--- config.mk ---
export PLATFORM = sky130hd
export DESIGN_NAME = frontend_top
export DESIGN_NICKNAME = d
export VERILOG_FILES = /design/src/verilog/fe_pkg.sv /design/src/verilog/frontend_top.sv /design/src/verilog/fetch_unit.sv /design/src/verilog/pipeline_unit.sv /design/src/verilog/idecoder.sv
export VERILOG_INCLUDE_DIRS = /design/src /design/src/verilog
export SDC_FILE = /design/constraint.sdc
export NUM_CORES = 1
export LEC_CHECK = 0
export ABC_AREA = 0
export BUFFER_PORTS_ARGS = -buffer_cell sky130_fd_sc_hd__buf_2
export CORE_MARGIN = 2
export CORE_UTILIZATION = 51
export DETAILED_ROUTE_END_ITERATION = 10
export MAX_ROUTING_LAYER = met4
export PLACE_DENSITY_LB_ADDON = 0.12
export SYNTH_ARGS = -nofsm -noshare
export SYNTH_HDL_FRONTEND = slang
export SYNTH_SLANG_ARGS = --single-unit
--- constraint.sdc ---
create_clock -name clk -period 4.2 [get_ports clk]
set_input_delay 0.42 -clock clk [delete_from_list [all_inputs] [get_ports clk]]
set_output_delay 0.42 -clock clk [all_outputs]
set_load 0.01 [all_outputs]
--- src/verilog/fe_settings.svh ---
`ifndef FE_SETTINGS_SVH
`define FE_SETTINGS_SVH

// First fetch address out of reset
`define FE_RESET_PC 32'h0000_0000

// Architectural NOP, cond AL with MSR-hint encoding
`define FE_NOP_INSTR 32'hE320_F000

`endif
--- src/verilog/fe_pkg.sv ---
`default_nettype none

package fe_pkg;

    typedef logic [31:0] instr_t;    // Raw instruction word
    typedef logic [31:0] addr_t;     // Byte address

    typedef logic [3:0]  cond_t;
    typedef logic [6:0]  opcode_t;   // Bits 27..21
    typedef logic [3:0]  reg_idx_t;
    typedef logic [1:0]  shift_t;

    typedef logic [4:0]  imm5_t;     // Shift amount
    typedef logic [11:0] imm12_t;    // Operand 2 or offset
    typedef logic [23:0] imm24_t;    // Branch offset

    // Instruction class, taken from bits 27..26
    typedef logic [1:0]  iclass_t;

    localparam iclass_t ICLASS_DP     = 2'b00;
    localparam iclass_t ICLASS_LDST   = 2'b01;
    localparam iclass_t ICLASS_BRANCH = 2'b10;
    localparam iclass_t ICLASS_OTHER  = 2'b11;

    // Fetch FSM for the instruction memory handshake
    typedef enum logic [1:0] {
        IDLE,
        REQ,            // Request out, waiting for ack
        DROP,           // Request out, result will be discarded
        WAIT_ACK_LOW
    } fetch_state_t;

endpackage

`default_nettype wire

--- src/verilog/frontend_top.sv ---
`timescale 1ns/1ps
`default_nettype none

module frontend_top (
    input  wire                  clk,
    input  wire                  rst_n,
    input  wire                  stall,
    input  wire                  redirect,
    input  wire fe_pkg::addr_t   redirect_target,
    input  wire                  imem_ack,
    input  wire fe_pkg::instr_t  imem_rdata,
    output logic                 imem_req,
    output fe_pkg::addr_t        imem_addr,
    output fe_pkg::instr_t       instr_out,
    output fe_pkg::cond_t        cond,
    output fe_pkg::opcode_t      opcode,
    output fe_pkg::iclass_t      iclass,
    output logic                 en_status,
    output fe_pkg::reg_idx_t     rn,
    output fe_pkg::reg_idx_t     rd,
    output fe_pkg::reg_idx_t     rs,
    output fe_pkg::reg_idx_t     rm,
    output fe_pkg::shift_t       shift_op,
    output fe_pkg::imm5_t        imm5,
    output fe_pkg::imm12_t       imm12,
    output fe_pkg::imm24_t       imm24,
    output logic                 p,
    output logic                 u,
    output logic                 w
);
    import fe_pkg::*;

    instr_t fetch_instr;
    logic   fetch_epoch;
    logic   cur_epoch;

    fetch_unit u_fetch (
        .clk             (clk),
        .rst_n           (rst_n),
        .stall           (stall),
        .redirect        (redirect),
        .redirect_target (redirect_target),
        .imem_ack        (imem_ack),
        .imem_rdata      (imem_rdata),
        .imem_req        (imem_req),
        .imem_addr       (imem_addr),
        .fetch_instr     (fetch_instr),
        .fetch_epoch     (fetch_epoch),
        .cur_epoch       (cur_epoch)
    );

    // Stored epoch is internal to the front end
    pipeline_unit u_pipe (
        .clk          (clk),
        .rst_n        (rst_n),
        .instr_in     (fetch_instr),
        .branch_in    (fetch_epoch),
        .branch_ref   (cur_epoch),
        .sel_stall    (stall),
        .instr_out    (instr_out),
        .branch_value (),
        .cond         (cond),
        .opcode       (opcode),
        .iclass       (iclass),
        .en_status    (en_status),
        .rn           (rn),
        .rd           (rd),
        .rs           (rs),
        .rm           (rm),
        .shift_op     (shift_op),
        .imm5         (imm5),
        .imm12        (imm12),
        .imm24        (imm24),
        .p            (p),
        .u            (u),
        .w            (w)
    );

endmodule

`default_nettype wire

--- src/verilog/fetch_unit.sv ---
`timescale 1ns/1ps
`default_nettype none

`include "fe_settings.svh"

module fetch_unit (
    input  wire                  clk,
    input  wire                  rst_n,
    input  wire                  stall,
    input  wire                  redirect,
    input  wire fe_pkg::addr_t   redirect_target,
    input  wire                  imem_ack,
    input  wire fe_pkg::instr_t  imem_rdata,
    output logic                 imem_req,
    output fe_pkg::addr_t        imem_addr,
    output fe_pkg::instr_t       fetch_instr,
    output logic                 fetch_epoch,
    output logic                 cur_epoch
);
    import fe_pkg::*;

    fetch_state_t state_q;

    addr_t  pc_q;
    addr_t  req_addr_q;     // Address held for the whole request
    logic   req_epoch_q;    // Epoch tag of the outstanding request
    logic   epoch_q;

    logic   buf_valid_q;
    instr_t buf_instr_q;
    logic   buf_epoch_q;

    logic   fill;
    logic   issue;

    // Matching ack, word goes into the buffer
    assign fill = (state_q == REQ) && imem_ack && !redirect && (req_epoch_q == epoch_q);

    // Ack must be low and the buffer free or leaving on this edge
    assign issue = ((state_q == IDLE) || (state_q == WAIT_ACK_LOW)) && !imem_ack &&
                   (!buf_valid_q || !stall || redirect);

    always_ff @(posedge clk or negedge rst_n) begin
        if (!rst_n) begin
            epoch_q <= 1'b0;
        end else if (redirect) begin
            epoch_q <= ~epoch_q;    // Older words become stale
        end
    end

    always_ff @(posedge clk or negedge rst_n) begin
        if (!rst_n) begin
            pc_q <= `FE_RESET_PC;
        end else if (redirect) begin
            pc_q <= redirect_target;
        end else if (fill) begin
            pc_q <= pc_q + 32'd4;
        end
    end

    // A request issued on the redirect edge already belongs to the new path
    always_ff @(posedge clk) begin
        if (issue) begin
            req_addr_q  <= redirect ? redirect_target : pc_q;
            req_epoch_q <= redirect ? ~epoch_q : epoch_q;
        end
    end

    always_ff @(posedge clk or negedge rst_n) begin
        if (!rst_n) begin
            state_q <= IDLE;
        end else begin
            case (state_q)
                IDLE: begin
                    if (issue) state_q <= REQ;
                end
                REQ: begin
                    if (imem_ack) begin
                        state_q <= WAIT_ACK_LOW;
                    end else if (redirect) begin
                        state_q <= DROP;    // Finish the handshake, discard data
                    end
                end
                DROP: begin
                    if (imem_ack) state_q <= WAIT_ACK_LOW;
                end
                WAIT_ACK_LOW: begin
                    if (issue) begin
                        state_q <= REQ;
                    end else if (!imem_ack) begin
                        state_q <= IDLE;
                    end
                end
                default: state_q <= IDLE;
            endcase
        end
    end

    // One-entry buffer, consumed on every stall-low edge
    always_ff @(posedge clk or negedge rst_n) begin
        if (!rst_n) begin
            buf_valid_q <= 1'b0;
        end else if (redirect) begin
            buf_valid_q <= 1'b0;
        end else if (fill) begin
            buf_valid_q <= 1'b1;
        end else if (!stall) begin
            buf_valid_q <= 1'b0;
        end
    end

    always_ff @(posedge clk) begin
        if (fill) begin
            buf_instr_q <= imem_rdata;
            buf_epoch_q <= req_epoch_q;
        end
    end

    assign imem_req    = (state_q == REQ) || (state_q == DROP);
    assign imem_addr   = req_addr_q;
    assign fetch_instr = buf_valid_q ? buf_instr_q : `FE_NOP_INSTR;
    assign fetch_epoch = buf_valid_q ? buf_epoch_q : epoch_q;   // Empty slot is a plain NOP
    assign cur_epoch   = epoch_q;

endmodule

`default_nettype wire

--- src/verilog/pipeline_unit.sv ---
`timescale 1ns/1ps
`default_nettype none

`include "fe_settings.svh"

module pipeline_unit (
    input  wire                  clk,
    input  wire                  rst_n,
    input  wire fe_pkg::instr_t  instr_in,
    input  wire                  branch_in,     // Epoch of instr_in
    input  wire                  branch_ref,    // Current epoch
    input  wire                  sel_stall,
    output fe_pkg::instr_t       instr_out,
    output logic                 branch_value,
    output fe_pkg::cond_t        cond,
    output fe_pkg::opcode_t      opcode,
    output fe_pkg::iclass_t      iclass,
    output logic                 en_status,
    output fe_pkg::reg_idx_t     rn,
    output fe_pkg::reg_idx_t     rd,
    output fe_pkg::reg_idx_t     rs,
    output fe_pkg::reg_idx_t     rm,
    output fe_pkg::shift_t       shift_op,
    output fe_pkg::imm5_t        imm5,
    output fe_pkg::imm12_t       imm12,
    output fe_pkg::imm24_t       imm24,
    output logic                 p,
    output logic                 u,
    output logic                 w
);
    import fe_pkg::*;

    instr_t instr_q;
    logic   epoch_q;
    instr_t dec_instr;

    // Word and its epoch move together, held while stalled
    always_ff @(posedge clk or negedge rst_n) begin
        if (!rst_n) begin
            instr_q <= `FE_NOP_INSTR;
            epoch_q <= 1'b0;
        end else if (!sel_stall) begin
            instr_q <= instr_in;
            epoch_q <= branch_in;
        end
    end

    // Squash a word fetched before the last redirect
    assign dec_instr    = (epoch_q == branch_ref) ? instr_q : `FE_NOP_INSTR;
    assign instr_out    = dec_instr;
    assign branch_value = epoch_q;

    idecoder u_idecoder (
        .instr     (dec_instr),
        .cond      (cond),
        .opcode    (opcode),
        .iclass    (iclass),
        .en_status (en_status),
        .rn        (rn),
        .rd        (rd),
        .rs        (rs),
        .rm        (rm),
        .shift_op  (shift_op),
        .imm5      (imm5),
        .imm12     (imm12),
        .imm24     (imm24),
        .p         (p),
        .u         (u),
        .w         (w)
    );

endmodule

`default_nettype wire

--- src/verilog/idecoder.sv ---
`timescale 1ns/1ps
`default_nettype none

module idecoder (
    input  wire fe_pkg::instr_t  instr,
    output fe_pkg::cond_t        cond,
    output fe_pkg::opcode_t      opcode,
    output fe_pkg::iclass_t      iclass,
    output logic                 en_status,
    output fe_pkg::reg_idx_t     rn,
    output fe_pkg::reg_idx_t     rd,
    output fe_pkg::reg_idx_t     rs,
    output fe_pkg::reg_idx_t     rm,
    output fe_pkg::shift_t       shift_op,
    output fe_pkg::imm5_t        imm5,
    output fe_pkg::imm12_t       imm12,
    output fe_pkg::imm24_t       imm24,
    output logic                 p,
    output logic                 u,
    output logic                 w
);
    import fe_pkg::*;

    iclass_t cls;
    logic    is_dp;
    logic    is_ldst;

    assign cls     = instr[27:26];
    assign is_dp   = (cls == ICLASS_DP);
    assign is_ldst = (cls == ICLASS_LDST);

    // Fixed-position fields, valid whatever the class
    assign cond     = instr[31:28];
    assign opcode   = instr[27:21];
    assign iclass   = cls;

    assign rn       = instr[19:16];
    assign rd       = instr[15:12];
    assign rs       = instr[11:8];
    assign rm       = instr[3:0];

    assign shift_op = instr[6:5];
    assign imm5     = instr[11:7];      // Shift amount for register operand
    assign imm12    = instr[11:0];
    assign imm24    = instr[23:0];      // Word offset for B/BL

    // S bit only means something for data processing
    assign en_status = is_dp ? instr[20] : 1'b0;

    // Pre-index, up/down and writeback for loads and stores
    assign p = is_ldst ? instr[24] : 1'b0;
    assign u = is_ldst ? instr[23] : 1'b0;
    assign w = is_ldst ? instr[21] : 1'b0;

endmodule

`default_nettype wire

# After elaboration in Yosys (flattened, before gate mapping)
# Index checks and enable logic that the tools add are counted.
[word_totals]
ff_bits = 135
out_inout_bits = 141
word_cells = 61
[op_classes]
mux = 21
reduce_logical = 17
n_addsub = 1
bitwise = 1
eq_ne = 11
[op_table]
columns = ["cell", "count"]
rows = [
  ["2-to-1 mux 32 bit", 5],
  ["adder 32 x 3 -> 32 bit, second input constant", 1],
  ["2-to-1 mux 2 bit", 6],
  ["2-to-1 mux 1 bit", 9],
  ["one-hot mux 2 bit (4 select lines)", 1],
  ["logical AND 1 bit", 5],
  ["== test 2 x 1 -> 1 bit, second input constant", 2],
  ["== test 2 bit, second input constant", 2],
  ["zero test 1 bit", 4],
  ["zero test 2 bit", 2],
  ["logical OR 1 bit", 4],
  ["AND reduction 4 bit", 1],
  ["inequality test 3 x 1 -> 1 bit, second input constant", 1],
  ["inequality test 3 x 2 -> 1 bit, second input constant", 1],
  ["inequality test 3 bit, second input constant", 1],
  ["== test 1 bit", 2],
  ["inequality test 2 x 1 -> 1 bit, second input constant", 1],
  ["inequality test 2 bit, second input constant", 1],
  ["nonzero test 2 bit", 1],
  ["inverter 1 bit", 1],
]

# Depth between registers and ports, before layout
# Gate-level depths: netlist (run 1).
[depth]
depth_word = 6
mapped_depth = 8

# By module
# From an unflattened synthesis (run 1), not the netlist that was laid out.
[hier_totals]
hier_cells = 568
area_unflattened_um2 = 6700.2
[by_module_without_submodules]
columns = ["module", "instances", "cells_each", "seq_area_each_um2", "area_each_um2"]
rows = [
  ["fetch_unit", 1, 386, 2882.8, 4629.4],
  ["pipeline_unit", 1, 106, 838.3, 1496.4],
  ["idecoder", 1, 76, 0.0, 574.3],
]

# Least setup slack after synthesis (run 1)
# Ideal clock, no wire load.
[synth_timing]
kind = "register -> register"
from = "register u_fetch.state_q[1]"
to = "register u_fetch.pc_q[2]"
n_path_buf = 1
required_time_ns = 4.075
slack_ns = 1.016
stages_incl_launch_ff = 8
arrival_ns = 3.059
period_less_slack_ns = 3.184
path_cell_list = "dfrtp_1 inv_1 ha_1 nand2_1 or2_1 buf_4 nor2_1 mux2_2"
[synth_between]
elab_chain_len = 5
[synth_rtl]
columns = ["item", "line", "rtl"]
rows = [
  ["start: declaration", "fetch_unit.sv:22", "fetch_state_t state_q;"],
  ["start signal: assignment", "fetch_unit.sv:71", "state_q <= IDLE;"],
  ["start signal: assignment", "fetch_unit.sv:75", "if (issue) state_q <= REQ;"],
  ["start signal: assignment", "fetch_unit.sv:79", "state_q <= WAIT_ACK_LOW;"],
  ["== test 2 x 1 -> 1 bit", "fetch_unit.sv:37", "assign fill = (state_q == REQ) && imem_ack && !redirect && (req_epoch_q == epoch_q);"],
  ["logical AND 1 bit (3 in series)", "fetch_unit.sv:37", ""],
  ["via u_fetch.fill", "fetch_unit.sv:33", "logic fill;"],
  ["nonzero test 2 bit (no source line)", "--", ""],
  ["end signal: assignment", "fetch_unit.sv:53", "pc_q <= `FE_RESET_PC;"],
  ["end signal: assignment", "fetch_unit.sv:55", "pc_q <= redirect_target;"],
  ["end signal: assignment", "fetch_unit.sv:57", "pc_q <= pc_q + 32'd4;"],
  ["end: declaration", "fetch_unit.sv:24", "addr_t pc_q;"],
]
# The timed path passes the listed nets, and every way through them passes these cells.
# A chain may end at the register's enable or synchronous reset.

# Worst setup path in the final report (run 1)
[layout_timing]
from = "register u_fetch.epoch_q, in the netlist u_fetch.cur_epoch"
to = "output en_status"
[layout_between]
elab_chain_len = 4
[layout_rtl]
columns = ["item", "line", "rtl"]
rows = [
  ["start: declaration", "fetch_unit.sv:27", "logic epoch_q;"],
  ["start signal: assignment", "fetch_unit.sv:47", "epoch_q <= ~epoch_q;"],
  ["== test 1 bit (*)", "pipeline_unit.sv:49", "assign dec_instr = (epoch_q == branch_ref) ? instr_q : `FE_NOP_INSTR;"],
  ["2-to-1 mux 32 bit (no source line) (*)", "--", ""],
  ["zero test 2 bit", "idecoder.sv:29", "assign is_dp = (cls == ICLASS_DP);"],
  ["2-to-1 mux 1 bit (*)", "idecoder.sv:48", "assign en_status = is_dp ? instr[20] : 1'b0;"],
  ["end: declaration", "frontend_top.sv:18", "output logic en_status,"],
]
# Every way passes the cells marked *; elsewhere a longest branch is shown, timed or not.

==> impl_metrics.py, run 1 <==
metrics = {
    "final_layout": {
        "final_cells": 889,
        "fin_util": 0.635,
        "n_antenna_cell": 0,
        "area_growth_syn_to_layout_pct": 20.5,
        "layout-drive-gt1-share": 0.380,
        "nets": 783,
    },
    "floorplanning": {
        "core_area_mm2": 0.0122,
        "die_y_um": 116,
        "die_w_um": 116,
        "start_util": 0.527,
        "rows": 40,
        "dieArea_mm2": 0.0135,
        "io_pins": 210,
    },
    "pwr": {
        "ir_drop_mv": 0.292,
        "p_sw_frac": 0.289,
        "p_clk_frac": 0.371,
        "p_int_mw": 3.08,
        "power.leakage_nw": 3.60,
        "power_density_mw_per_mm2": 560,
        "p_switching_mw": 1.25,
        "p_seq_frac": 0.418,
        "power_frac_comb": 0.211,
    },
    "timing": {
        "setup-tns-final_ns": 0,
        "fmax_mhz": 370,
        "period_minus_slack_ns": 2.70,
        "max-slew-margin-rel": 0.153,
        "layout_setup_ws_ns": 1.50,
        "hold_viol": 0,
        "min_period_over_period": 0.643,
        "grt_setup_unrepaired": "false",
        "slew_violations": 0,
        "finalClockSkew_ns": 0.00767,
        "tightest_slew_ns": 1.26,
        "setup-violations-final": 0,
    },
    "detailed_routing": {
        "drt_iter0_drc": 249,
        "avgRoutedWirePerCell_um": 15.2,
        "vias": 4530,
        "drtAntennaViolNets": 0,
        "routed_wl_mm": 13.5,
        "vias_per_cell": 5.10,
        "route.detailed.drc": 0,
        "dr.pass1.iters": 4,
    },
    "grt": {
        "grt_overflow_total": 0,
        "grtUsageTotal": 0.213,
        "grt_pass1_vias": 4391,
        "grt_max_degree": 70,
        "grt_pass1_wl_mm": 21.1,
        "grt_antenna_before_repair": 0,
    },
    "clocking": {
        "cts-hold-fix-buffers": 0,
        "cts_tree": "done",
        "ctsResizeCount": 0,
        "clkLatencyLatePin_ns": 0.41,
        "clock-sinks": 135,
        "cts_made_buffers": 17,
        "clk_pin_slew_ns": 0.05,
        "cts_max_path_buffers": 2,
        "htreeDepth": 4,
        "cts_setup_buffers": 0,
        "clock-root-buffer": "clkbuf_16",
    },
    "synth": {
        "synth-main-ff-cell": "edfxtp_1",
        "syn_nets": 646,
        "synth.avg_cell_area_um2": 11.2,
        "synth_cell_type_count": 44,
        "ys_seq_elements": 135,
        "synthCells": 571,
        "synth_edf_count": 66,
        "ys_warn_count": 0,
        "yosysSeqAreaShare": 0.581,
        "syn_area_mm2": 0.00641,
        "async_reset_ff_frac": 0.511,
    },
    "placement": {
        "portBuffers": 209,
        "place_ws_ns": 1.48,
        "dp_hpwl_mm": 9.51,
        "place_congestion": 0.845,
        "place_inst": 857,
    },
    "setup_path": {
        "worst-r2r-cell-count": 6,
        "worstSetupStartpointType": "flop",
        "worstSetupEndpointType": "output port",
        "crit_fanout": 19,
        "critical_path_class": "flop to output port",
        "cp.required_ns": 3.78,
        "critical_path_arrival_ns": 2.28,
    },
    "worst_hold_path": {
        "min_path_type": "input pin to async pin",
    },
    "run_status": {
        "status": "completed",
    },
    "flow_run": {
        "maxCapViolations": 0,
    },
}
-- layer usage --
| layer | global-route usage | vias up | routed length [um] |
|---|---|---|---|
| li1 | - | 2199 | - |
| met1 | 0.250 | 2152 | 5620 |
| met2 | 0.357 | 155 | 6880 |
| met3 | 0.0502 | 24 | 694 |
| met4 | 0.0802 | 0 | 278 |
| met5 | - | - | 0 |
-- logic make-up after synthesis --
| group | count (synthesis) | share of synthesized area |
|---|---|---|
| AND/OR/NAND/NOR | 164 | 0.127 |
| flip-flops | 135 | 0.581 |
| buffers and inverters | 131 | 0.121 |
| AO/OA/AOI/OAI | 95 | 0.0969 |
| multiplexers | 23 | 0.0392 |
| XOR/XNOR | 17 | 0.0232 |
| adder cells (fa/ha/maj) | 6 | 0.0117 |
-- synth_stat cells, drive strengths merged, types with 3 or more instances --
cell / count / area (um^2)
a22o: 22 / 193
nor4: 4 / 31.3
xnor2: 14 / 123
dfstp: 10 / 263
and3: 6 / 37.5
nor3: 16 / 80.1
nand2: 55 / 206
mux2: 17 / 191
xor2: 3 / 26.3
o21ai: 38 / 190
inv: 36 / 135
nor2: 27 / 101
a21oi: 15 / 75.1
and4: 4 / 35.0
edfxtp: 66 / 1980
nor3b: 3 / 22.5
clkbuf: 16 / 60.1
nand3: 11 / 55.1
buf: 79 / 579
ha: 6 / 75.1
a211oi: 7 / 52.6
mux2i: 6 / 60.1
and2: 24 / 150
a221oi: 3 / 26.3
dfrtp: 59 / 1480
nand4: 6 / 37.5
-- registers in the layout (all words and copies together) (netlist names) --
register / flops
u_fetch.buf_instr_q: 32
u_fetch.pc_q: 32
u_fetch.buf_epoch_q: 1
u_pipe.branch_value: 1
u_fetch.imem_addr: 32
u_fetch.state_q: 2
u_fetch.req_epoch_q: 1
u_fetch.buf_valid_q: 1
u_fetch.cur_epoch: 1
u_pipe.instr_q: 32
-- power by group through the flow --
stage / clock [mW] / sequential, mW / combinational [mW]
4_1_cts: 1.62 / 1.81 / 0.930
2_1_floorplan: 0 / 1.86 / 0.567
5_1_grt: 1.69 / 1.83 / 1.03
6_report: 1.60 / 1.81 / 0.914
3_5_place_dp: 0 / 1.83 / 0.924
3_3_place_gp: 0 / 1.82 / 0.899
-- critical path: stages, from the launching register on --
cell	delay, ns
dfrtp_1	0.44
xnor2_2	0.60
buf_4	0.32
and2_1	0.18
nor3b_1	0.17
buf_2	0.16
-- placed cells by master, fill, tap and decap left out, types with 15 or more instances in the layout --
cell       netlist  final
nand2_1         55     55
a22o_1          22     22
nor2_1          27     26
edfxtp_1        66     66
and2_1          24     24
a21oi_1         15     15
nor3_1          16     16
dfrtp_1         59     59
inv_1           36     36
clkbuf_16        0     17
buf_2            1    208
mux2_2          16     16
o21ai_0         38     38
-- layout make-up --
cell class                 instances  area [um^2]
tap                              168          210
clock inverter                    10          166
fill                             991         4440
sequential                       135         3720
inverter                          36          135
multi-input combinational        305         1930
clock buffer                      22          484
timing repair buffer             213         1080
-- per-stage QoR --
stage | instance area [um^2] | power [mW] | hold WS (ns)
6_report | 7720 | 4.33 | 0.156
5_1_grt | 7720 | 4.55 | 0.167
4_1_cts | 7720 | 4.36 | 0.174
3_5_place_dp | 7070 | 2.75 | 0.448
3_3_place_gp | 7070 | 2.72 | 0.442
2_1_floorplan | 6410 | 2.42 | 0.124
-- path summary, 6_finish.rpt --
check / from / end / slack, ns
min in group clk: imem_rdata[24] / u_fetch.buf_instr_q[24] / 0.19
worst max register to register: u_fetch.state_q[1] / u_fetch.pc_q[2] / 1.51
worst min register to register: u_fetch.buf_instr_q[18] / u_pipe.instr_q[18] / 0.46
worst max-delay path: u_fetch.cur_epoch / en_status / 1.50
worst min-delay path: rst_n / u_pipe.instr_q[26] / 0.16
max in group asynchronous: rst_n / u_fetch.pc_q[21] / 3.46
Note: power is estimated with default switching activity, not from simulation.
==> inputs of run 2 (changes only) <==
clock period = 2.7 ns   (was 4.2 ns; I/O delays follow)
==> run 2 against run 1 <==
Compared with the run above:
- the run now ends with hold timing left
- register-to-register slack worse by 0.95 ns
- wire length rose by 2.7%
- core utilization about the same
- largest cell class unchanged
- final cell count rose by 0.90%
- clock power up 44%
- hold slack got worse by 0.16 ns
- final area about the same
- first-iteration DRC count fell by 6.8%
- sequential share of layout area about the same
- power up 52%
- global-route usage up 0.73 points
- via count grew 1.3%
- critical path type unchanged
==> impl_metrics.py, run 2 (synthesized netlist as in run 1, its figures left out) <==
metrics = {
    "setup_path": {
        "critPathLaunch": "u_fetch.cur_epoch",
        "worst-r2r-cell-count": 7,
        "cp.required_ns": 2.43,
        "r2r_setup_slack_ns": 0.56,
        "r2r_start": "u_fetch.state_q[1]",
        "worstSetupEndpoint": "u",
        "worstSetupStartpointType": "flop",
        "critical_path_class": "flop to output port",
        "critical_path_arrival_ns": 1.91,
        "timing.rr.end": "u_fetch.pc_q[27]",
        "worstSetupEndpointType": "output port",
        "crit_fanout": 12,
    },
    "grt": {
        "busiest_layer": "met2",
        "use_met1": 0.252,
        "use_met2": 0.376,
        "grtUsageTotal": 0.220,
        "use_met3": 0.0586,
        "grt_max_degree": 70,
        "grt_pass1_wl_mm": 21.7,
        "grt_overflow_total": 0,
        "grt_antenna_before_repair": 1,
        "grt_pass1_vias": 4451,
    },
    "worst_hold_path": {
        "min_path_type": "input pin to async pin",
    },
    "timing": {
        "hold_viol": 1,
        "fmax_mhz": 460,
        "tightest_slew_ns": 0.923,
        "hold_slack_ns": -0.00418,
        "min_period_over_period": 0.806,
        "grt_setup_unrepaired": "false",
        "slew_violations": 0,
        "finalClockSkew_ns": 0.00719,
        "period_minus_slack_ns": 2.18,
        "max-slew-margin-rel": 0.382,
        "setup-violations-final": 0,
        "setup-tns-final_ns": 0,
    },
    "run_status": {
        "violations": "hold timing",
        "status": "finished with violations",
    },
    "clocking": {
        "clkLatencyLatePin_ns": 0.41,
        "clock-sinks": 135,
        "clock-root-buffer": "clkbuf_16",
        "cts_max_path_buffers": 2,
        "cts_tree": "done",
        "cts-hold-fix-buffers": 0,
        "ctsResizeCount": 0,
        "cts_setup_buffers": 0,
        "htreeDepth": 4,
        "cts_made_buffers": 17,
        "clk_pin_slew_ns": 0.06,
    },
    "placement": {
        "placed_area_mm2": 0.00713,
        "place_congestion": 0.850,
        "dp_hpwl_mm": 9.90,
        "portBuffers": 209,
        "place_inst": 864,
    },
    "final_layout": {
        "layout-drive-gt1-share": 0.383,
        "mostFrequentLayoutCells": "buf_2 (208), edfxtp_1 (66), dfrtp_1 (59)",
        "nets": 790,
        "final_cells": 897,
        "fin_area_mm2": 0.00772,
        "area_growth_syn_to_layout_pct": 20.5,
        "final_common_cell": "buf_2",
    },
    "pwr": {
        "total_power_mw": 6.59,
        "power.leakage_nw": 3.61,
        "power_density_mw_per_mm2": 853,
        "ir_drop_mv": 0.527,
    },
    "detailed_routing": {
        "drtAntennaViolNets": 0,
        "routed_wl_mm": 13.8,
        "dr.pass1.iters": 5,
        "vias": 4588,
        "drt_iter0_drc": 232,
        "route.detailed.drc": 0,
        "vias_per_cell": 5.11,
        "avgRoutedWirePerCell_um": 15.4,
    },
    "floorplanning": {
        "rows": 40,
        "core_area_mm2": 0.0122,
        "die_y_um": 116,
        "dieArea_mm2": 0.0135,
        "io_pins": 210,
        "die_w_um": 116,
        "start_util": 0.527,
    },
    "flow_run": {
        "maxCapViolations": 0,
    },
}
run 2: layout make-up:
class	count	area (um^2)
multi-input combinational	305	1930
timing repair buffer	220	1130
clock buffer	23	468
clock inverter	9	124
tap	168	210
antenna	1	2.50
fill	998	4440
sequential	135	3720
inverter	36	135
run 2: worst min path at each step:
stage / to / slack, ns / cells past startpoint
finish: u_pipe.instr_q[20] / -0.004 / 1
global route: u_fetch.buf_instr_q[2] / 0.02 / 1
CTS: u_fetch.pc_q[17] / 0.02 / 1
detailed placement: u_pipe.instr_q[23] / 0.45 / 1
global placement: u_pipe.instr_q[26] / 0.44 / 1
floorplan: u_fetch.buf_valid_q / -0.03 / 0
run 2: critical path: stages (launching register included):
cell and delay, ns:
dfrtp_1 0.45, xnor2_2 0.20, buf_4 0.21, nand2_1 0.12
nor3b_1 0.31, buf_2 0.19
run 2: per-layer routing:
metal / routed length [um] / vias to the layer above
met1: 5600 / 2198
met2: 7260 / 160
li1: - / 2211
met5: 0 / -
met4: 186 / 0
met3: 788 / 19
run 2: per-stage QoR:
stage / worst slack, ns / hold WS [ns] / utilization
global route: 0.327 / 0.0168 / 0.635
CTS: 0.454 / 0.0169 / 0.635
detailed placement: 0.562 / 0.448 / 0.586
global placement: 0.669 / 0.443 / 0.586
finish: 0.524 / -0.00418 / 0.635
floorplan: 0.0868 / -0.0256 / -
run 2: power breakdown:
part           switching [mW]  internal, mW
Sequential              0.195          2.62
Combinational           0.913         0.562
Clock                   0.805          1.49
